<file path="src/logic/conv_cfg_pkg.sv">
/*
 * convolution window configuration
 * geometry of the feature map SRAM, the tile rows and the
 * output lane vector shared by the fetch and window blocks
 */
package conv_cfg_pkg;

    // feature map SRAM
    localparam int WORD_BYTES = 8;      // bytes per word, byte 0 in bits 7:0
    localparam int SRAM_DEPTH = 1024;
    localparam int ADDR_W     = 10;

    // tile rows, 16 lanes plus two extra taps
    localparam int ROW_LEN_S1 = 18;
    localparam int ROW_LEN_S2 = 33;     // 2*15 + 3
    localparam int ROWS_W     = 8;      // width of the row count

    // kernel taps and output lanes
    localparam int TAPS  = 3;
    localparam int LANES = 16;

    // longest row plus a misaligned start word plus one word in flight
    localparam int WINDOW_WORDS = 6;

endpackage

</file>
<file path="src/logic/window_types_pkg.sv">
/*
 * window types
 * state encodings of the row fetch and im2col window FSMs
 * and the width of the tap index
 */
package window_types_pkg;

    typedef enum logic [1:0] {
        FS_IDLE,
        FS_FETCH,   // issuing reads while the window has room
        FS_DRAIN,   // all words read, rows still being taken
        FS_DONE
    } fetch_state_e;

    typedef enum logic [1:0] {
        WS_IDLE,
        WS_SHIFT,   // collecting words until a full row is present
        WS_PAUSE    // row held, taps being taken
    } win_state_e;

    localparam int TAP_W = 2;

endpackage

</file>
<file path="src/logic/im2col_window.sv">
/*
 * im2col window
 * appends incoming SRAM words to a byte window, cuts one tile row
 * out of it at the running byte offset and presents the three
 * kernel taps of that row as 16-lane byte vectors, one after the other
 */
module im2col_window (
    input  logic                                  clk,
    input  logic                                  rst_n,
    input  logic                                  clr,
    input  logic                                  run_done,
    input  logic                                  stride2_en,
    input  logic [conv_cfg_pkg::WORD_BYTES*8-1:0] rd_data,
    input  logic                                  rd_vld,
    input  logic                                  tap_take,
    output logic                                  word_req,
    output logic [7:0]                            tap_bytes [conv_cfg_pkg::LANES-1:0],
    output logic                                  tap_valid,
    output logic [window_types_pkg::TAP_W-1:0]    tap_index,
    output logic                                  row_done
);

    window_types_pkg::win_state_e state;

    // word 0 at the lsb end, newest word on top
    logic [conv_cfg_pkg::WINDOW_WORDS*conv_cfg_pkg::WORD_BYTES*8-1:0] win_q;
    logic [conv_cfg_pkg::WINDOW_WORDS*conv_cfg_pkg::WORD_BYTES*8-1:0] win_next;

    logic [$clog2(conv_cfg_pkg::WINDOW_WORDS+1)-1:0] word_cnt;   // words held
    logic [$clog2(conv_cfg_pkg::WORD_BYTES)-1:0]     byte_off;   // row start in word 0

    logic [7:0] hold_q [conv_cfg_pkg::ROW_LEN_S2];   // frozen row

    logic [5:0] row_len;
    logic [5:0] row_end;     // byte_off + row_len, at most 40
    logic [2:0] drop;        // words retired when a row is frozen
    logic       row_ready;
    logic       freeze;
    logic       take;

    assign row_len = stride2_en ? 6'(conv_cfg_pkg::ROW_LEN_S2) : 6'(conv_cfg_pkg::ROW_LEN_S1);
    assign row_end = {3'b000, byte_off} + row_len;

    // word_cnt * 8 bytes present against the bytes the row needs
    assign row_ready = {word_cnt, 3'b000} >= row_end;
    assign freeze    = (state == window_types_pkg::WS_SHIFT) && row_ready;
    assign drop      = freeze ? row_end[5:3] : 3'd0;   // whole words passed by this row

    assign tap_valid = state == window_types_pkg::WS_PAUSE;
    assign take      = tap_valid && tap_take;
    assign row_done  = take && (tap_index == window_types_pkg::TAP_W'(conv_cfg_pkg::TAPS - 1));

    // a word on rd_vld already occupies a slot
    assign word_req = (word_cnt + rd_vld) < conv_cfg_pkg::WINDOW_WORDS;

    // retire the words of a frozen row, then append the new word behind the rest
    always_comb begin
        win_next = win_q >> (drop * (conv_cfg_pkg::WORD_BYTES * 8));
        if (rd_vld) begin
            win_next[(word_cnt - drop) * (conv_cfg_pkg::WORD_BYTES * 8) +:
                     conv_cfg_pkg::WORD_BYTES * 8] = rd_data;
        end
    end

    always_ff @(posedge clk) begin
        win_q <= win_next;
    end

    // cut the row out at the current offset
    always_ff @(posedge clk) begin
        if (freeze) begin
            for (int j = 0; j < conv_cfg_pkg::ROW_LEN_S2; j++) begin
                hold_q[j] <= win_q[(int'(byte_off) + j) * 8 +: 8];
            end
        end
    end

    always_ff @(posedge clk or negedge rst_n) begin
        if (!rst_n) begin
            state     <= window_types_pkg::WS_IDLE;
            word_cnt  <= '0;
            byte_off  <= '0;
            tap_index <= '0;
        end
        else if (clr || run_done) begin
            // new run starts word aligned on an empty window
            state     <= window_types_pkg::WS_IDLE;
            word_cnt  <= '0;
            byte_off  <= '0;
            tap_index <= '0;
        end
        else begin
            word_cnt <= word_cnt - drop + rd_vld;

            if (freeze) begin
                byte_off <= row_end[2:0];   // next row start, modulo the word size
            end

            if (take) begin
                if (tap_index == window_types_pkg::TAP_W'(conv_cfg_pkg::TAPS - 1)) begin
                    tap_index <= '0;
                end
                else begin
                    tap_index <= tap_index + 1'b1;
                end
            end

            case (state)
                window_types_pkg::WS_IDLE: begin
                    if (rd_vld) begin
                        state <= window_types_pkg::WS_SHIFT;
                    end
                end
                window_types_pkg::WS_SHIFT: begin
                    if (freeze) begin
                        state <= window_types_pkg::WS_PAUSE;
                    end
                end
                window_types_pkg::WS_PAUSE: begin
                    // words keep arriving, the next row waits
                    if (row_done) begin
                        state <= window_types_pkg::WS_SHIFT;
                    end
                end
                default: state <= window_types_pkg::WS_IDLE;
            endcase
        end
    end

    // lane i of tap k reads byte (i << stride) + k of the row
    always_comb begin
        for (int i = 0; i < conv_cfg_pkg::LANES; i++) begin
            tap_bytes[i] = hold_q[(i << stride2_en) + tap_index];
        end
    end

endmodule

</file>
<file path="config.mk">
export PLATFORM = sky130hd
export DESIGN_NAME = im2col_window
export DESIGN_NICKNAME = d
export VERILOG_FILES = /design/src/logic/conv_cfg_pkg.sv /design/src/logic/window_types_pkg.sv /design/src/logic/im2col_window.sv
export SDC_FILE = /design/constraint.sdc
export NUM_CORES = 2
export LEC_CHECK = 0
export BUFFER_PORTS_ARGS = -buffer_cell sky130_fd_sc_hd__buf_4
export CAP_MARGIN = 20
export CORE_MARGIN = 3
export CORE_UTILIZATION = 40
export CTS_CLUSTER_SIZE = 8
export DETAILED_ROUTE_END_ITERATION = 10
export MAX_ROUTING_LAYER = met4
export SYNTH_ARGS = -nofsm -noshare
export SYNTH_HDL_FRONTEND = slang
export SYNTH_SLANG_ARGS = --single-unit
</file>
<file path="constraint.sdc">
create_clock -name clk -period 11.47 [get_ports clk]
set_clock_uncertainty 0.15 [all_clocks]
set_input_delay 2.294 -clock clk [delete_from_list [all_inputs] [get_ports clk]]
set_output_delay 2.294 -clock clk [all_outputs]
set_load 0.01 [all_outputs]
</file>
* After elaboration in Yosys (flattened, before gate mapping)
Memories as Yosys holds them, arrays and structs flattened.
Cells that the tools add are included.
Widths: inputs -> output; s select.
** Cells by class
- Reduce and logical (&&, ||, !) cells :: 8
- Mux-type cells :: 17
- Add/subtract/negate cells :: 55
- Order comparisons :: 2
- Equal/unequal tests :: 6
- Shift operators :: 52
** Operators with widths (number)
- $shiftx 384x10->8 :: 16
- $shiftx 384x9->8 :: 8
- $shiftx 384x8->8 :: 7
- $bwmux 384 :: 1
- $mux 384 :: 1
- $shift 64x34->384 const A :: 1
- $shiftx 384x11->8 :: 1
- $shiftx 384x7->8 :: 1
- $shiftx 64x34->384 :: 1
- $shr 384x9->384 :: 1
- $add 3x5->6 const B :: 16
- $add 6x2->6 :: 16
- $shl 4x1->6 const A :: 8
- $add 3x4->5 const B :: 8
- $neg 32->34 :: 1
- $shl 3x1->6 const A :: 4
- $add 3x3->4 const B :: 4
- $mux 2 :: 7
- $mux 3 :: 4
- $shl 1x1->6 const A :: 2
- $shl 2x1->6 const A :: 2
- $add 3x2->4 const B :: 2
- $add 3x6->7 const B :: 1
- $add 3x6->6 :: 1
- other kinds (21) :: 26
** Word-level totals
- Memories :: 1
- RAM bits :: 264
- Output and inout port bits :: 133
- Logic and storage cells :: 146
- Register bits :: 394
- Input bits :: 71
** Memory list
- hold_q :: depth 33, width 8, rd ports 16, clocked after memory_dff 0, write ports 33, RTL line im2col_window.sv:32 : logic [7:0] hold_q [conv_cfg_pkg::ROW_LEN_S2];

* Longest topological paths before layout
- Depth in word-level cells :: 10
- Mapped depth :: 28
- Mapped depth without buffers :: 19

* Worst setup path before layout
OpenSTA, ideal clock, no wires.
- Path kind :: input -> register
- Start :: input stride2_en
- End :: register win_q[196] in the netlist's numbering
- Arrival :: 11.388 ns
- Path buffers :: 7
- Stages :: 24
- Library setup time :: 0.126 ns
- Setup slack :: -0.194 ns
- Data required time :: 11.194 ns
- Cells stage by stage :: buf_2 > inv_2 > buf_1 > clkbuf_1 > buf_1 > fa_1 > or3b_1 > a31oi_1 > o31ai_2 > inv_2 > buf_2 > nand2_1 > ha_1 > and3b_1 > or2_2 > nand3_1 > ha_1 > nor4bb_1 > mux2_2 > nand4_1 > or3_1 > buf_4 > buf_2 > mux2i_1
** Between the ends
- Cells in the longest elaborated chain, start to end :: 10
- Elaborated cells between the ends (all ways) :: 12
- Classes of those cells :: add/sub (3); order compare (1); shift (3); mux (4); reduce/logical (1)
** Ends and longest elaborated chain
- from (decl) :: RTL line im2col_window.sv:12 : input logic stride2_en,
- $mux 6 * :: RTL line im2col_window.sv:41 : assign row_len = stride2_en ? 6'(conv_cfg_pkg::ROW_LEN_S2) : 6'(conv_cfg_pkg::ROW_LEN_S1);
- $add 3x6->6 * :: RTL line im2col_window.sv:42 : assign row_end = {3'b000, byte_off} + row_len;
- $ge 6x6->1 :: RTL line im2col_window.sv:45 : assign row_ready = {word_cnt, 3'b000} >= row_end;
- $logic_and 1x1->1 :: RTL line im2col_window.sv:46 : assign freeze = (state == window_types_pkg::WS_SHIFT) && row_ready;
- $mux 3 * :: RTL line im2col_window.sv:47 : assign drop = freeze ? row_end[5:3] : 3'd0;
- $sub 3x3->4 :: RTL line im2col_window.sv:60 : win_next[(word_cnt - drop) * (conv_cfg_pkg::WORD_BYTES * 8) +:
- $neg 32->34 :: RTL line im2col_window.sv:60
- $shiftx 64x34->384 / $shift 64x34->384 (equally long branches) :: RTL line im2col_window.sv:60
- $bwmux 384 :: RTL line im2col_window.sv:60
- $mux 384 * :: RTL line im2col_window.sv:59 : if (rd_vld) begin
- via win_next (one bit) :: RTL line im2col_window.sv:27 : logic [conv_cfg_pkg::WINDOW_WORDS*conv_cfg_pkg::WORD_BYTES*8-1:0] win_next;
- to (signal assigned) :: RTL line im2col_window.sv:66 : win_q <= win_next;
- to (decl) :: RTL line im2col_window.sv:26 : logic [conv_cfg_pkg::WINDOW_WORDS*conv_cfg_pkg::WORD_BYTES*8-1:0] win_q;
Mark *: on every way through the listed nets, which the timed path passes. The rest lies on a longest branch.
A chain may end at the register's enable or synchronous reset.

==> flow_summary.ini <==
[detailed_routing]
avgViaCountPerCell = 6.76
drt-pass1-iter-count = 6
vias = 39100
wl_per_cell_um = 31.6
drcViolationCount = 0
postRouteAntennaNets = 0
wl_um = 183000
drtIter0Drc = 5968

[timing]
fmax_mhz = 108
fin_crit_ns = 9.22
final.setup.worst_slack_ns = 2.25
finalSetupTns_ns = 0
setup_viol = 0
tightest_slew_ns = 1.08
max-slew-margin-rel_pct = 27.3
slew_violations = 0
hold_slack_ns = 0.384
grt_setup_unrepaired = false
period_share_pct = 80.4
hold_viol_final = 0

[die]
start_util_pct = 40.5
fp.dieW_um = 356
die_h_um = 356
core_area_mm2 = 0.121
dieArea_mm2 = 0.126
rows = 127
ios = 204

[setup_path]
r2r_end = win_q[223]$_DFF_P_
rrSetupSlack_ns = 3.51
crit_path_end_kind = primary output
critPathLaunchType = primary input
r2r_start = byte_off[0]$_DFFE_PN0P_
worstPathMaxFanout = 57
cp_top_family = buffers and inverters
worstPathArrival_ns = 6.77
critPathMaxStageDelay_ns = 0.64
crit_type = primary input to primary output
cp_cell_sequence = buf_8, inv_6, ha_4, fa_4, inv_2, ha_2, buf_4, mux4_2, mux2i_1, mux2i_1, a221o_1, buf_4
critPathBufInv = 5
cp_slowest_cell = fa_4
critPathRequiredTime_ns = 9.03
r2r_cells = 19

[global_route]
antenna_found_initial = 20
grt_max_degree = 99
overflow = 0
grt_pass1_vias = 35300
grt_pass1_wl_um = 264000
grt_use_total_pct = 29.1

[synthesis]
yosysTopAreaCell = mux4_2
netlist_instances = 4174
synth_common_cells = mux4_2, mux2i_1, dfxtp_1, nand2_1, mux2_2
synth.distinct_cells = 59
yosys_register_bits = 658
synth_most_common_cell = mux4_2
synth-main-ff-cell = dfxtp_1
synth_top_area_share_pct = 26.6
synth.yosys.seq_area_share_pct = 32.4
syn_area_mm2 = 0.0489
synth_fp_nets = 4273
synth_area_leaders = mux4_2, edfxtp_1, dfxtp_1
async_flop_share_pct = 1.52
yosysWarnings = 0
avgSynthCellArea_um2 = 11.7
synth_edf_count = 264

[finish]
syn2layout_area_growth_pct = 10.2
fin_nets = 4214
final_util_pct = 44.7
drive_above_1_share_pct = 32.8
finalInstanceArea_mm2 = 0.0539
fillers = 11000
stdcell_count = 5785

[power]
static-leakage-power_nw = 19.9
combPwrFrac_pct = 20.5
p_total_mw = 6.86
p_sw_share_pct = 30.6
p_sw_mw = 2.10
power_frac_clock_pct = 36.9
p_seq_share_pct = 42.5
internal-power_mw = 4.77
powerDensity_mw_per_mm2 = 127
ir_worst_vdd_v = 0.0000860

[clock_network]
clk_pin_slew_worst_paths_ns = 0.05
ctsHoldBuffers = 0
cts_buffer_depth = 3
cts-root-buf = clkbuf_16
cts-resized-gates = 0
cts_tree = yes
insertion_delay_ns = 0.65
cts_sinks = 658
htreeDepth = 3
cts_setup_buffers = 0
numCtsBuffers = 92

[flow_run]
drv_cap = 0

[place]
dpl.cell_count = 5632
io_buffers = 203
placed_area_mm2 = 0.0513
place_ws_ns = 1.80
dp_hpwl_um = 130000
place_congestion = 0.946

[hold_path]
hold_start = win_q[349]$_DFF_P_
hold_path_class = flip-flop to flip-flop
hold_path_depth = 2
min_to = win_q[349]$_DFF_P_

[run_status]
status = finished, final reports clean
## state kept, by name (all words and copies together), names as in the netlist
register   count
state          2
hold_q       264
byte_off       3
tap_index      2
word_cnt       3
win_q        384
## cells by family (layout without fill, tap and decap cells)
group / Yosys count / after routing / share of synthesized area (%)
mux: 1401 / 1401 / 44.3
other cells: 0 / 6 / 0
xor+xnor: 5 / 5 / 0.120
simple gates: 879 / 879 / 8.21
buf+inv: 462 / 455 / 4.16
flops: 658 / 658 / 32.4
fa+ha+maj: 28 / 28 / 0.793
compound gates: 741 / 741 / 10.0
## worst max-delay path by stage
stage	from	slack, ns	depth (start not counted)	end
2_1_floorplan	stride2_en	1.34	24	win_q[196]$_DFF_P_
3_3_place_gp	stride2_en	1.86	21	win_q[231]$_DFF_P_
3_5_place_dp	stride2_en	1.80	20	win_q[191]$_DFF_P_
4_1_cts	stride2_en	2.37	12	tap_bytes[105]
5_1_grt	stride2_en	2.07	20	win_q[287]$_DFF_P_
6_report	stride2_en	2.25	12	tap_bytes[105]
## power groups by stage
stage	clock network (mW)	registers [mW]	logic, mW
after floorplan	0	2.82	0.904
after global placement	0	2.95	1.35
after detailed placement	0	2.95	1.36
after CTS	2.56	2.90	1.37
after global routing	2.66	2.93	1.50
final	2.54	2.92	1.41
## layout make-up
| class | count | area (um^2) | share of cell area, % |
|---|---|---|---|
| well taps | 1612 | 2020 | 3.74 |
| inverters | 35 | 159 | 0.295 |
| clock inverters | 6 | 66.3 | 0.123 |
| flip-flops and latches | 658 | 15900 | 29.5 |
| clock buffers | 140 | 2500 | 4.65 |
| multi-input cells | 3054 | 31100 | 57.7 |
| repair buffers | 274 | 2150 | 3.98 |
| diodes | 6 | 15.0 | 0.0279 |
## worst reg2reg max path: stages (launching register included)
cell       delay, ns
dfrtp_4         0.92
ha_1            0.35
fa_1            0.47
nand4bb_1       0.28
a211oi_1        0.43
o31ai_4         0.13
inv_8           0.59
nand2_1         0.26
inv_2           0.08
buf_4           0.47
fa_1            0.57
ha_1            0.25
nand3_1         0.10
ha_2            0.30
and4bb_2        0.24
mux2_2          0.30
nand4_1         0.22
or3_4           0.57
buf_4           0.87
mux2i_1         0.32
## cells in the final DEF, fill, tap and decap left out, drive strengths merged, types with 64 or more instances in the layout
| cell type | synthesis | layout |
|---|---|---|
| nor2 | 207 | 207 |
| mux4 | 578 | 578 |
| edfxtp | 264 | 264 |
| nand2b | 132 | 132 |
| a21oi | 90 | 90 |
| mux2i | 509 | 509 |
| o21ai | 196 | 196 |
| dfxtp | 384 | 384 |
| a31o | 64 | 64 |
| mux2 | 314 | 314 |
| nand3 | 83 | 83 |
| clkbuf | 219 | 140 |
| buf | 208 | 274 |
| nand2 | 324 | 324 |
| a22oi | 193 | 193 |
## layer usage
layer | vias to the layer above | GRT usage (%) | wire [um]
met5 | - | - | 0
met4 | 0 | 10.5 | 7780
met3 | 295 | 6.54 | 22200
met2 | 2604 | 39.4 | 76400
met1 | 19900 | 42.5 | 76500
li1 | 16300 | - | -
No activity file was read; power rests on OpenSTA's default activity.
