### config.mk
export PLATFORM = sky130hd
export DESIGN_NAME = row_fetch
export DESIGN_NICKNAME = d
export VERILOG_FILES = /design/src/logic/conv_cfg_pkg.sv /design/src/logic/window_types_pkg.sv /design/src/logic/row_fetch.sv
export SDC_FILE = /design/constraint.sdc
export NUM_CORES = 1
export LEC_CHECK = 0
export BUFFER_PORTS_ARGS = -buffer_cell sky130_fd_sc_hd__buf_2
export CORE_UTILIZATION = 60
export DETAILED_ROUTE_END_ITERATION = 8
export MAX_ROUTING_LAYER = met4
export PLACE_DENSITY = 0.81
export SLEW_MARGIN = 20
export SYNTH_ARGS = -nofsm -noshare
export SYNTH_HDL_FRONTEND = slang
export SYNTH_SLANG_ARGS = --single-unit
### constraint.sdc
create_clock -name clk -period 2.7 [get_ports clk]
set_input_delay 0.135 -clock clk [delete_from_list [all_inputs] [get_ports clk]]
set_output_delay 0.135 -clock clk [all_outputs]
set_load 0.02 [all_outputs]
### src/logic/conv_cfg_pkg.sv
/*
 * convolution window configuration
 * geometry of the feature map SRAM, the tile rows and the
 * output lane vector shared by the fetch and window blocks
 */
package conv_cfg_pkg;

    // feature map SRAM
    localparam int WORD_BYTES = 8;      // bytes per word, byte 0 in bits 7:0
    localparam int SRAM_DEPTH = 1024;
    localparam int ADDR_W     = 10;

    // tile rows, 16 lanes plus two extra taps
    localparam int ROW_LEN_S1 = 18;
    localparam int ROW_LEN_S2 = 33;     // 2*15 + 3
    localparam int ROWS_W     = 8;      // width of the row count

    // kernel taps and output lanes
    localparam int TAPS  = 3;
    localparam int LANES = 16;

    // longest row plus a misaligned start word plus one word in flight
    localparam int WINDOW_WORDS = 6;

endpackage

### src/logic/window_types_pkg.sv
/*
 * window types
 * state encodings of the row fetch and im2col window FSMs
 * and the width of the tap index
 */
package window_types_pkg;

    typedef enum logic [1:0] {
        FS_IDLE,
        FS_FETCH,   // issuing reads while the window has room
        FS_DRAIN,   // all words read, rows still being taken
        FS_DONE
    } fetch_state_e;

    typedef enum logic [1:0] {
        WS_IDLE,
        WS_SHIFT,   // collecting words until a full row is present
        WS_PAUSE    // row held, taps being taken
    } win_state_e;

    localparam int TAP_W = 2;

endpackage

### src/logic/row_fetch.sv
/*
 * row fetch controller
 * streams the words of a run of tile rows from the SRAM, starting
 * at start_word, while the window asks for data; counts finished
 * rows and flags the end of the run
 */
module row_fetch (
    input  logic                              clk,
    input  logic                              rst_n,
    input  logic                              clr,
    input  logic                              start,
    input  logic                              stride2_en,
    input  logic [conv_cfg_pkg::ADDR_W-1:0]   start_word,
    input  logic [conv_cfg_pkg::ROWS_W-1:0]   row_count,
    input  logic                              word_req,
    input  logic                              row_done,
    output logic                              rd_en,
    output logic [conv_cfg_pkg::ADDR_W-1:0]   rd_addr,
    output logic                              busy,
    output logic                              done
);

    window_types_pkg::fetch_state_e state;

    logic [conv_cfg_pkg::ROWS_W+5:0] row_len;
    logic [conv_cfg_pkg::ROWS_W+5:0] run_bytes;   // row_count * row length
    logic [conv_cfg_pkg::ROWS_W+2:0] run_words;
    logic [conv_cfg_pkg::ROWS_W+2:0] words_left;
    logic [conv_cfg_pkg::ROWS_W-1:0] rows_total;
    logic [conv_cfg_pkg::ROWS_W-1:0] rows_seen;

    assign row_len = stride2_en ? (conv_cfg_pkg::ROWS_W+6)'(conv_cfg_pkg::ROW_LEN_S2)
                                : (conv_cfg_pkg::ROWS_W+6)'(conv_cfg_pkg::ROW_LEN_S1);
    assign run_bytes = row_count * row_len;

    // round up to whole 8-byte words
    assign run_words = run_bytes[conv_cfg_pkg::ROWS_W+5:3]
                     + (conv_cfg_pkg::ROWS_W+3)'(|run_bytes[2:0]);

    assign busy  = (state == window_types_pkg::FS_FETCH) || (state == window_types_pkg::FS_DRAIN);
    assign done  = state == window_types_pkg::FS_DONE;
    assign rd_en = (state == window_types_pkg::FS_FETCH) && word_req && !clr;

    always_ff @(posedge clk or negedge rst_n) begin
        if (!rst_n) begin
            state      <= window_types_pkg::FS_IDLE;
            rd_addr    <= '0;
            words_left <= '0;
            rows_total <= '0;
            rows_seen  <= '0;
        end
        else if (clr) begin
            state      <= window_types_pkg::FS_IDLE;
            rd_addr    <= '0;
            words_left <= '0;
            rows_total <= '0;
            rows_seen  <= '0;
        end
        else begin
            case (state)
                window_types_pkg::FS_IDLE, window_types_pkg::FS_DONE: begin
                    state <= window_types_pkg::FS_IDLE;
                    if (start) begin
                        rd_addr    <= start_word;
                        words_left <= run_words;
                        rows_total <= row_count;
                        rows_seen  <= '0;
                        state      <= (row_count == '0) ? window_types_pkg::FS_DONE
                                                        : window_types_pkg::FS_FETCH;
                    end
                end
                window_types_pkg::FS_FETCH: begin
                    if (rd_en) begin
                        rd_addr    <= rd_addr + 1'b1;
                        words_left <= words_left - 1'b1;
                        if (words_left == 1) begin
                            state <= window_types_pkg::FS_DRAIN;   // last word issued
                        end
                    end
                end
                window_types_pkg::FS_DRAIN: begin
                    state <= window_types_pkg::FS_DRAIN;   // wait for the rows to be taken
                end
                default: state <= window_types_pkg::FS_IDLE;
            endcase

            // rows finish during FETCH as well as DRAIN
            if (busy && row_done) begin
                rows_seen <= rows_seen + 1'b1;
                if (rows_seen == rows_total - 1'b1) begin
                    state <= window_types_pkg::FS_DONE;
                end
            end
        end
    end

endmodule

Word-level counts from Yosys, hierarchy flattened
Index checks and enable logic that the tools add are counted.
- register bits after elaboration: 39
- latch bits: 0
- RAM bits: 0
- bits in read-only memories: 0
- bits of input ports: 25
- output and inout bits: 13
- logic and storage cells: 59
- memories: 0
- add/subtract/negate cells: 5
- multipliers: 1
- div/mod/pow operators: 0
- magnitude comparators: 0
- equal/unequal tests: 7
- shift operators: 0
- multiplexer cells: 24
- bitwise operators: 0
- reductions and logical operators: 17
- operators by type and width (operator ; number):
    8-bit two-way mux ; 7
    11-bit two-way mux ; 3
    10-bit two-way mux ; 3
    11-bit one-hot mux with 2 select lines ; 1
    10-bit one-hot mux with 2 select lines ; 1
    8-bit by 6-bit multiplier with 14-bit output ; 1
    2-bit two-way mux ; 7
    11-bit by 1-bit adder with 11-bit output ; 1
    11-bit by 1-bit == test with 1-bit output, second input constant ; 1
    11-bit by 1-bit subtractor with 11-bit output, second input constant ; 1
    10-bit by 1-bit adder with 10-bit output, second input constant ; 1
    3-bit nonzero test ; 3
    8-bit by 1-bit adder with 8-bit output, second input constant ; 1
    8-bit == test ; 1
    8-bit zero test ; 1
    8-bit by 1-bit subtractor with 8-bit output, second input constant ; 1
    6-bit two-way mux ; 1
    3-bit != test, second input constant ; 2
    2-bit one-hot mux with 3 select lines ; 1
    2-bit == test, second input constant ; 2
    2-bit AND reduction ; 2
    2-bit nonzero test ; 2
    1-bit logical AND ; 3
    3-bit AND reduction ; 1
    other kinds (6) ; 6

Longest topological paths before layout
Gate-level depths: netlist of run 1.
- depth after elaboration: 8
- depth in mapped cells: 15
- mapped depth without buffers: 14

Worst setup path after synthesis of run 1
OpenSTA, ideal clock, no wires.
- path type: input port to flip-flop
- start: input stride2_en
- end: register words_left[10] in the netlist's numbering
- setup time: 0.122 ns
- data arrival time: 3.279 ns
- data required time: 2.578 ns
- path slack: -0.701 ns
- stages on the path: 15
- path buffers: 1
- path through: clkbuf_1 -> nand2b_1 -> nand2_1 -> ha_1 -> inv_1 -> fa_1 -> inv_1 -> ha_1 -> o211a_1 -> o31a_1 -> or3_1 -> and3_4 -> and3_1 -> a311o_1 -> a32o_1
- word-level cells in the longest chain between the ends: 7
- RTL lines (element ; RTL line ; text):
    from (decl) ; row_fetch.sv:12 ; input logic stride2_en,
    6-bit two-way mux (*) ; row_fetch.sv:32 ; assign row_len = stride2_en ? (conv_cfg_pkg::ROWS_W+6)'(conv_cfg_pkg::ROW_LEN_S2)
    8-bit by 6-bit multiplier with 14-bit output (*) ; row_fetch.sv:34 ; assign run_bytes = row_count * row_len;
    3-bit OR reduction ; row_fetch.sv:38 ; + (conv_cfg_pkg::ROWS_W+3)'(|run_bytes[2:0]);
    11-bit by 1-bit adder with 11-bit output (*) ; row_fetch.sv:38 ;
    11-bit two-way mux (*) ; row_fetch.sv:63 ; if (start) begin
    11-bit one-hot mux with 2 select lines (*) ; row_fetch.sv:60 ; case (state)
    11-bit two-way mux (*) ; row_fetch.sv:52 ; else if (clr) begin
    to (signal assigned) ; row_fetch.sv:65 ; words_left <= run_words;
    to (signal assigned) ; row_fetch.sv:75 ; words_left <= words_left - 1'b1;
    to (decl) ; row_fetch.sv:28 ; logic [conv_cfg_pkg::ROWS_W+2:0] words_left;
Every way passes the cells marked *; elsewhere a longest branch is shown, timed or not. The select of a mux whose other input is x is not followed.
A chain may end at the register's enable or synchronous reset.

Worst setup path after layout of run 1
- start: input stride2_en
- end: register words_left[9] in the netlist's numbering
The elaborated chain is that of the path after synthesis.

==> results of run 1 <==
power groups by stage:
stage / registers (µW) / logic (µW) / clock network [µW]
after floorplan: 712 / 713 / 0
after global placement: 713 / 1020 / 0
after detailed placement: 718 / 1060 / 0
after CTS: 706 / 1110 / 431
after global routing: 717 / 1370 / 461
final: 712 / 1270 / 435
cells in the mapped netlist, types with 3 or more instances:
| library cell | n | share of area, % |
|---|---|---|
| a211oi_1 | 3 | 0.67 |
| a21o_1 | 6 | 1.3 |
| a21oi_1 | 33 | 4.9 |
| a221oi_1 | 4 | 1.0 |
| a22oi_1 | 7 | 1.6 |
| a31oi_1 | 4 | 0.74 |
| and2_1 | 3 | 0.56 |
| and3_1 | 5 | 0.93 |
| clkbuf_1 | 12 | 1.3 |
| dfrtp_1 | 39 | 29 |
| fa_1 | 5 | 3.0 |
| ha_1 | 25 | 9.3 |
| inv_1 | 28 | 3.1 |
| nand2_1 | 65 | 7.2 |
| nand2b_1 | 9 | 1.7 |
| nand3_1 | 13 | 1.9 |
| nand4_1 | 8 | 1.5 |
| nor2_1 | 27 | 3.0 |
| nor2b_1 | 8 | 1.5 |
| nor3_1 | 15 | 2.2 |
| nor3b_1 | 3 | 0.67 |
| nor4_1 | 4 | 0.74 |
| o211ai_1 | 5 | 1.1 |
| o21a_1 | 4 | 0.89 |
| o21ai_0 | 22 | 3.3 |
| o31a_1 | 3 | 0.78 |
| xnor2_1 | 15 | 3.9 |
| xor2_1 | 11 | 2.9 |
metal layers:
layer	vias to the layer above	share of wire, %	wire length, µm
li1	1670	-	-
met1	1752	39	3820
met2	169	53	5190
met3	36	4.9	476
met4	0	3.1	306
met5	-	0	0
through the flow:
stage	setup TNS [ps]	util, %	instances	power, µW
final	-563	83.8	580	2420
after global routing	-1010	83.8	580	2550
after CTS	-336	81.1	576	2250
after detailed placement	-3350	76.2	566	1780
after global placement	-2690	76.2	566	1730
after floorplan	-530	-	431	1430
flip-flops by register name, summed over array words and instances (netlist names):
name        count
words_left     11
rd_addr        10
rows_seen       8
rows_total      8
state           2
critical path, cell delays in order:
cell and delay, ps:
buf_12 110, buf_8 130, nand2_4 70, nand2_4 50
ha_4 250, inv_2 30, fa_1 490, inv_2 50
ha_4 210, a21o_1 170, a221o_1 340, a21oi_2 190
buf_6 150, xnor2_4 120, nand4_1 200, o32ai_2 290
a41o_1 130
final cells by class:
class	count	area, µm²
multi-input cells	349	2540
flip-flops and latches	39	976
clock buffers	8	100
repair buffers	85	606
fillers	323	853
well taps	70	87.6
inverters	29	109
final timing paths:
| check | start | endpoint | slack, ps | cells after the start |
|---|---|---|---|---|
| max | stride2_en | words_left[9] | -200 | 17 |
| max in group asynchronous | rst_n | rd_addr[0] | 1640 | 2 |
| max reg2reg | state[0] | words_left[9] | -10 | 8 |
| min reg2reg | rows_seen[3] | rows_seen[3] | 550 | 1 |
| min in group asynchronous | rst_n | rows_seen[4] | 500 | 2 |
| min | start_word[4] | rd_addr[4] | 110 | 3 |
cells by family after synthesis:
group | share of synthesized area [%]
AO/OA/AOI/OAI | 20.9
XOR/XNOR | 6.76
adder cells (fa/ha/maj) | 12.2
buffers and inverters | 4.79
flip-flops | 29.0
multiplexers | 1.26
other | 0.223
AND/OR/NAND/NOR | 24.9
timing repair:
item,CTS,global route
pin swaps,12,5
hold buffers,1,0
resized for setup,27,21
setup buffers,0,4
hold endpoints to repair,39,0
endpoints found under the setup margin,6,6
gates cloned,1,0
==> flow_summary.toml, run 1 <==
[routing]
drt_iter0_drc = 374
drtPass1Iterations = 5
num_vias = 3627
wl_mm = 9.80
wl_per_cell_um = 16.9
vias_per_cell = 6.25
final_antenna_net_count = 0
drc = 0

[pwr]
power.leakage_uw = 0.00207
pwr_density_cell_mw_per_mm2 = 547
p_switching_uw = 940
comb_power_share_pct = 52.5
p_sw_share_pct = 38.9
p_int_uw = 1470
power.share.sequential_pct = 29.5
vdd_ir_drop_max_v = 0.000400
p_clk_share_pct = 18.0

[placed_design]
dp_hpwl_mm = 6.38
gp_congestion = 0.827
portBuffers = 37
dpl_cell_area_mm2 = 0.00402
post-place-ws_ps = -632

[global_route]
met3_usage_pct = 4.88
grt_pass1_wl_mm = 15.2
grt_max_degree = 40
antenna_found_initial = 0
grt_use_total_pct = 32.9
grt_pass1_vias = 3433
top_usage_layer = "met2"
grt_overflow = 0
met2_usage_pct = 57.7
grt_util_met1_pct = 37.2

[synthesis]
synthCells = 424
ys_warn_count = 0
synth_edf_count = 0
synthesis.area_mm2 = 0.00337
async_flop_share_pct = 100
ys_seq_area_share_pct = 29.0
synth.avg_cell_area_um2 = 7.95
synth.distinct_cells = 55
ys_ff_latch = 39
synth-main-ff-cell = "dfrtp_1"

[run_status]
status = "finished with violations"
violations = "negative setup slack"

[sta]
finalCriticalPeriod_ps = 2900
finalClockSkew_ps = 7.47
report.final.slew_viol_count = 0
finalHoldViolations = 0
rsz0062_at_grt = "true"
fmax_mhz = 345
finalSetupViolCount = 3
holdWs_ps = 110
postLayoutSetupSlackWorst_ps = -197
worst_slew_pin_slew_ps = 1060
slew_headroom_pct = 29.0
final.period_utilization_pct = 107

[cts]
h-tree-depth = 2
cts.root.buffer_cell = "clkbuf_8"
path_clk_slew_ps = 80
cts_buffer_depth = 2
cts_tree = "built"
cts-buffers-inserted = 5
cts_sinks = 39
clock_latency_ps = 290

[final_layout]
final_cell_mix = "nand2_1 (56), buf_4 (41), dfrtp_1 (39)"
area_delta_synth_final_pct = 31.0
drive_above_1_share_pct = 27.1
n_antenna_cell = 0
final_common_cell = "nand2_1"
final_area_mm2 = 0.00442
nNetsFinal = 564

[floorplanning]
dieArea_mm2 = 0.00592
initial_core_util_pct = 64.0
coreArea_mm2 = 0.00527
die_x_um = 77.0
io-pin-count = 38
row_count = 26
die_h_um = 77.0

[setup_path]
cp-start-kind = "primary input"
arrival_ps = 3130
critPathKind = "primary input to register"
cp_max_fo = 6
cp-end-kind = "register"
cp_data_required_time_ps = 2930

[hold_path]
hold_path_class = "primary input to register"

[flow_run]
maxCapViolCount = 0
(Power assumes the default switching activity.)
==> run 2, diff against run 1 <==
--- a/config.mk
+++ b/config.mk
@@ -6,10 +6,11 @@
 export NUM_CORES = 1
 export LEC_CHECK = 0
 export BUFFER_PORTS_ARGS = -buffer_cell sky130_fd_sc_hd__buf_2
-export CORE_UTILIZATION = 60
+export CAP_MARGIN = 20
+export CORE_UTILIZATION = 55
 export DETAILED_ROUTE_END_ITERATION = 8
 export MAX_ROUTING_LAYER = met4
-export PLACE_DENSITY = 0.81
+export PLACE_DENSITY = 0.76
 export SLEW_MARGIN = 20
 export SYNTH_ARGS = -nofsm -noshare
 export SYNTH_HDL_FRONTEND = slang
==> flow_summary.toml, run 2 (synthesis results as in run 1) <==
[setup_path]
cp-end-kind = "register"
cp-start-kind = "primary input"
cp_data_required_time_ps = 2890
arrival_ps = 2990
cp-startpoint = "stride2_en"
critPathKind = "primary input to register"
cp_max_fo = 6
regToRegStartpoint = "state[0]"

[placed_design]
dpl_cell_area_mm2 = 0.00400
portBuffers = 37
gp_congestion = 0.851
dp_hpwl_mm = 5.92

[cts]
clock_latency_ps = 300
cts_tree = "built"
path_clk_slew_ps = 80
cts-buffers-inserted = 5
cts_buffer_depth = 2
cts_sinks = 39
h-tree-depth = 2
cts.root.buffer_cell = "clkbuf_8"

[flow_run]
maxCapViolCount = 0

[sta]
finalSetupViolCount = 3
fmax_mhz = 356
worst_slew_pin_slew_ps = 1110
slew_headroom_pct = 25.8
finalClockSkew_ps = 6.77
final.period_utilization_pct = 104
finalSetupTns_ps = -281
report.final.slew_viol_count = 0
rsz0062_at_grt = "true"
finalCriticalPeriod_ps = 2810
finalHoldViolations = 0
postLayoutSetupSlackWorst_ps = -106

[hold_path]
hold_path_class = "primary input to register"
hold_start = "start_word[4]"

[final_layout]
nNetsFinal = 560
n_antenna_cell = 0
drive_above_1_share_pct = 25.9
largest_reg_flops = 11
top_regs = "words_left: 11 flops, rd_addr: 10 flops"
area_delta_synth_final_pct = 28.8
regMostFlops = "words_left"
final_area_mm2 = 0.00434
final_cell_mix = "nand2_1 (56), buf_4 (39), dfrtp_1 (39)"
final_common_cell = "nand2_1"

[routing]
drc = 1
vias_per_cell = 5.82
num_vias = 3382
wl_mm = 8.50
drt_iter0_drc = 241
final_antenna_net_count = 0
drtPass1Iterations = 9
wl_per_cell_um = 14.6

[global_route]
grt_overflow = 0
grt_max_degree = 40
grt_pass1_wl_mm = 14.1
grt_use_total_pct = 28.5
antenna_found_initial = 0
grt_pass1_vias = 3170

[floorplanning]
row_count = 28
io-pin-count = 38
coreArea_mm2 = 0.00592
die_h_um = 80.3
dieArea_mm2 = 0.00645
initial_core_util_pct = 56.9
die_x_um = 80.3

[pwr]
power_uw = 2300
pwr_density_cell_mw_per_mm2 = 529
power.leakage_uw = 0.00204
vdd_ir_drop_max_v = 0.000370

[run_status]
status = "finished with violations"
violations = "design-rule violations, negative setup slack"
==> run 2: layer usage <==
layer  track usage [%]  vias up  part of all wire, %  routed length [µm]
li1                  -     1662                    -                   -
met1              35.1     1605                   44                3720
met5                 -        -                    0                   0
met2              49.0       98                   50                4270
met4              8.39        0                  1.8                 157
met3              3.52       17                  4.2                 357
==> run 2: repair_timing <==
action | CTS | global route
resized for setup | 30 | 15
cloned | 1 | 0
hold endpoints to repair | 39 | 0
hold buffers | 1 | 0
pin swaps | 6 | 3
buffers inserted | 3 | 0
setup endpoints to repair | 5 | 6
==> run 2: path summary, 6_finish.rpt <==
path	cells after the start	slack (ps)	end
worst max-delay path	16	-110	words_left[10]
worst min-delay path	3	100	rd_addr[4]
worst max register to register	8	10	words_left[9]
worst min register to register	2	550	rows_total[7]
max in group asynchronous	2	1650	words_left[1]
min in group asynchronous	2	490	rows_seen[7]
==> run 2: stage by stage <==
step           utilization [%]  cells  setup WS [ps]  hold WS (ps)
5_1_grt                   73.3    581           -198           139
2_1_floorplan                -    431           -267          -161
4_1_cts                   72.0    581          -64.9           101
3_5_place_dp              67.6    568           -537           307
6_report                  73.3    581           -106           103
3_3_place_gp              67.6    568           -519           294
==> run 2: final cells by class <==
cell class | instances | area, µm²
Multi-Input combinational cell | 349 | 2510
Fill cell | 434 | 1580
Sequential cell | 39 | 976
Timing Repair Buffer | 81 | 571
Inverter | 29 | 109
Tap cell | 75 | 93.8
Clock buffer | 7 | 76.3
Clock inverter | 1 | 5.00
==> run 2: where the power goes <==
group | leakage, µW | internal [µW] | total, µW | switching, µW
sequential | 0.000527 | 633 | 711 | 77.2
combinational | 0.00147 | 594 | 1200 | 603
clock | 0.0000422 | 181 | 390 | 208
total | 0.00204 | 1410 | 2300 | 888
==> run 2: critical path, stage by stage <==
cell	delay (ps)
buf_12	110
buf_6	120
nand2_4	60
nand2_2	50
ha_1	260
inv_1	50
fa_1	510
inv_2	50
ha_4	210
a21o_1	200
a221o_1	310
a21oi_2	140
buf_6	140
xnor2_4	60
a311o_1	360
a32o_1	200
==> run 3, diff against run 2 <==
==> constraint.sdc (replaced) <==
create_clock -name clk -period 2.62 [get_ports clk]
set_input_delay 0.131 -clock clk [delete_from_list [all_inputs] [get_ports clk]]
set_output_delay 0.131 -clock clk [all_outputs]
set_load 0.02 [all_outputs]
==> flow_summary.toml, run 3 (synthesis results as in run 1) <==
[run_status]
status = "finished with violations"
violations = "design-rule violations, negative setup slack"

[final_layout]
top_regs = "words_left: 11 flops, rd_addr: 10 flops"
final_common_cell = "nand2_1"
final_cell_mix = "nand2_1 (55), buf_4 (43), dfrtp_1 (39)"
fillers = 403
regArea_um2 = 976
largest_reg_flops = 11
area_delta_synth_final_pct = 34.7
drive_above_1_share_pct = 29.0
regMostFlops = "words_left"
n_antenna_cell = 0
multi_input_area_mm2 = 0.00263
nNetsFinal = 565

[cts]
path_clk_slew_ps = 80
cts.root.buffer_cell = "clkbuf_8"
h-tree-depth = 2
cts-buffers-inserted = 5
clock_latency_ps = 300
cts_tree = "built"
cts_sinks = 39
cts_buffer_depth = 2

[sta]
finalCriticalPeriod_ps = 2840
finalSetupViolCount = 3
holdWs_ps = 99.6
finalClockSkew_ps = 8.99
slew_headroom_pct = 42.3
postLayoutSetupSlackWorst_ps = -220
rsz0062_at_grt = "true"
report.final.slew_viol_count = 0
finalHoldViolations = 0
finalSetupTns_ps = -614
fmax_mhz = 352
final.period_utilization_pct = 108
worst_slew_pin_slew_ps = 865

[routing]
final_antenna_net_count = 0
wl_mm = 9.15
num_vias = 3403
wl_per_cell_um = 15.6
drtPass1Iterations = 6
vias_per_cell = 5.81
drt_iter0_drc = 314
drc = 1

[setup_path]
cp_max_fo = 4
cp_cell_sequence = "buf_2 -> nand2_2 -> nand2_2 -> ha_1 -> inv_1 -> fa_1 -> inv_2 -> ha_4 -> o211a_1 -> o31a_1 -> or3_4 -> and3_4 -> and3_4 -> a311o_1 -> a32o_1"
max_stage_delay_ps = 490
r2r_slack_ps = 300
critPathBufInv = 3
cp-start-kind = "primary input"
critical-path-top-delay-family = "adder cells"
cp_data_required_time_ps = 2810
arrival_ps = 3030
cp-end-kind = "register"
slowest_stage = "fa_1"
critPathKind = "primary input to register"

[pwr]
power_uw = 2570
pwr_density_cell_mw_per_mm2 = 566
vdd_ir_drop_max_v = 0.000370
power.leakage_uw = 0.00211

[floorplanning]
initial_core_util_pct = 56.9
row_count = 28
io-pin-count = 38
coreArea_mm2 = 0.00592
die_x_um = 80.3
die_h_um = 80.3
dieArea_mm2 = 0.00645

[placed_design]
dp_hpwl_mm = 6.09
post-place-ws_ps = -665
portBuffers = 37
gp_congestion = 0.837

[global_route]
grt_overflow = 0
grt_pass1_vias = 3264
met2_usage_pct = 52.5
grt_use_total_pct = 28.9
grt_max_degree = 40
top_usage_layer = "met2"
antenna_found_initial = 0
grt_pass1_wl_mm = 14.2
met3_usage_pct = 3.75
grt_util_met1_pct = 33.3

[flow_run]
maxCapViolCount = 0

[hold_path]
hold_path_class = "primary input to register"
[run 3: layer usage]
metal / up-vias / share of wire, %
met4: 0 / 1.3
li1: 1668 / -
met2: 84 / 53
met1: 1639 / 43
met5: - / 0
met3: 12 / 3.5
[run 3: through the flow]
| stage | std cells | area, µm² | util [%] |
|---|---|---|---|
| after global placement | 568 | 4000 | 67.6 |
| after global routing | 586 | 4540 | 76.7 |
| after CTS | 581 | 4300 | 72.7 |
| final | 586 | 4540 | 76.7 |
| after floorplan | 431 | 3500 | - |
| after detailed placement | 568 | 4000 | 67.6 |
[run 3: where the power goes]
group	total (µW)	switching (µW)	leakage [µW]	internal (µW)
Clock	453	213	0.0000515	240
Sequential	730	76.9	0.000527	653
Combinational	1390	693	0.00153	693
[run 3: what timing repair did]
| action | 4_1_cts | 5_1_grt |
|---|---|---|
| endpoints found under the setup margin | 7 | 8 |
| gates cloned | 1 | 0 |
| gates resized for setup | 34 | 34 |
| hold endpoints to repair | 39 | 0 |
| buffers inserted | 3 | 6 |
| pin swaps | 18 | 19 |
| hold buffers | 1 | 0 |
[run 3: worst reg2reg max path, cell delays in order (launching register included)]
cell     delay, ps
dfrtp_1        410
inv_1           60
ha_1           360
inv_1          150
o21ai_1        130
nor2_2         560
nand2_1        230
o32ai_2        240
a41o_1         120
[run 3: path summary, 6_finish.rpt]
path                                     from        endpoint  depth (start not counted)
worst max register to register       state[0]   words_left[9]                          8
worst min register to register  rows_total[7]   rows_total[7]                          2
worst min-delay path            start_word[3]      rd_addr[3]                          3
worst max-delay path             row_count[6]  words_left[10]                         15
max in group asynchronous               rst_n      rd_addr[2]                          2
min in group asynchronous               rst_n    rows_seen[2]                          2
[run 3: area by class of cell]
| type | count | area share, % |
|---|---|---|
| clock buffers | 8 | 2.20 |
| inverters | 29 | 2.40 |
| multi-input cells | 349 | 57.9 |
| flip-flops and latches | 39 | 21.5 |
| well taps | 75 | 2.07 |
| repair buffers | 86 | 13.9 |
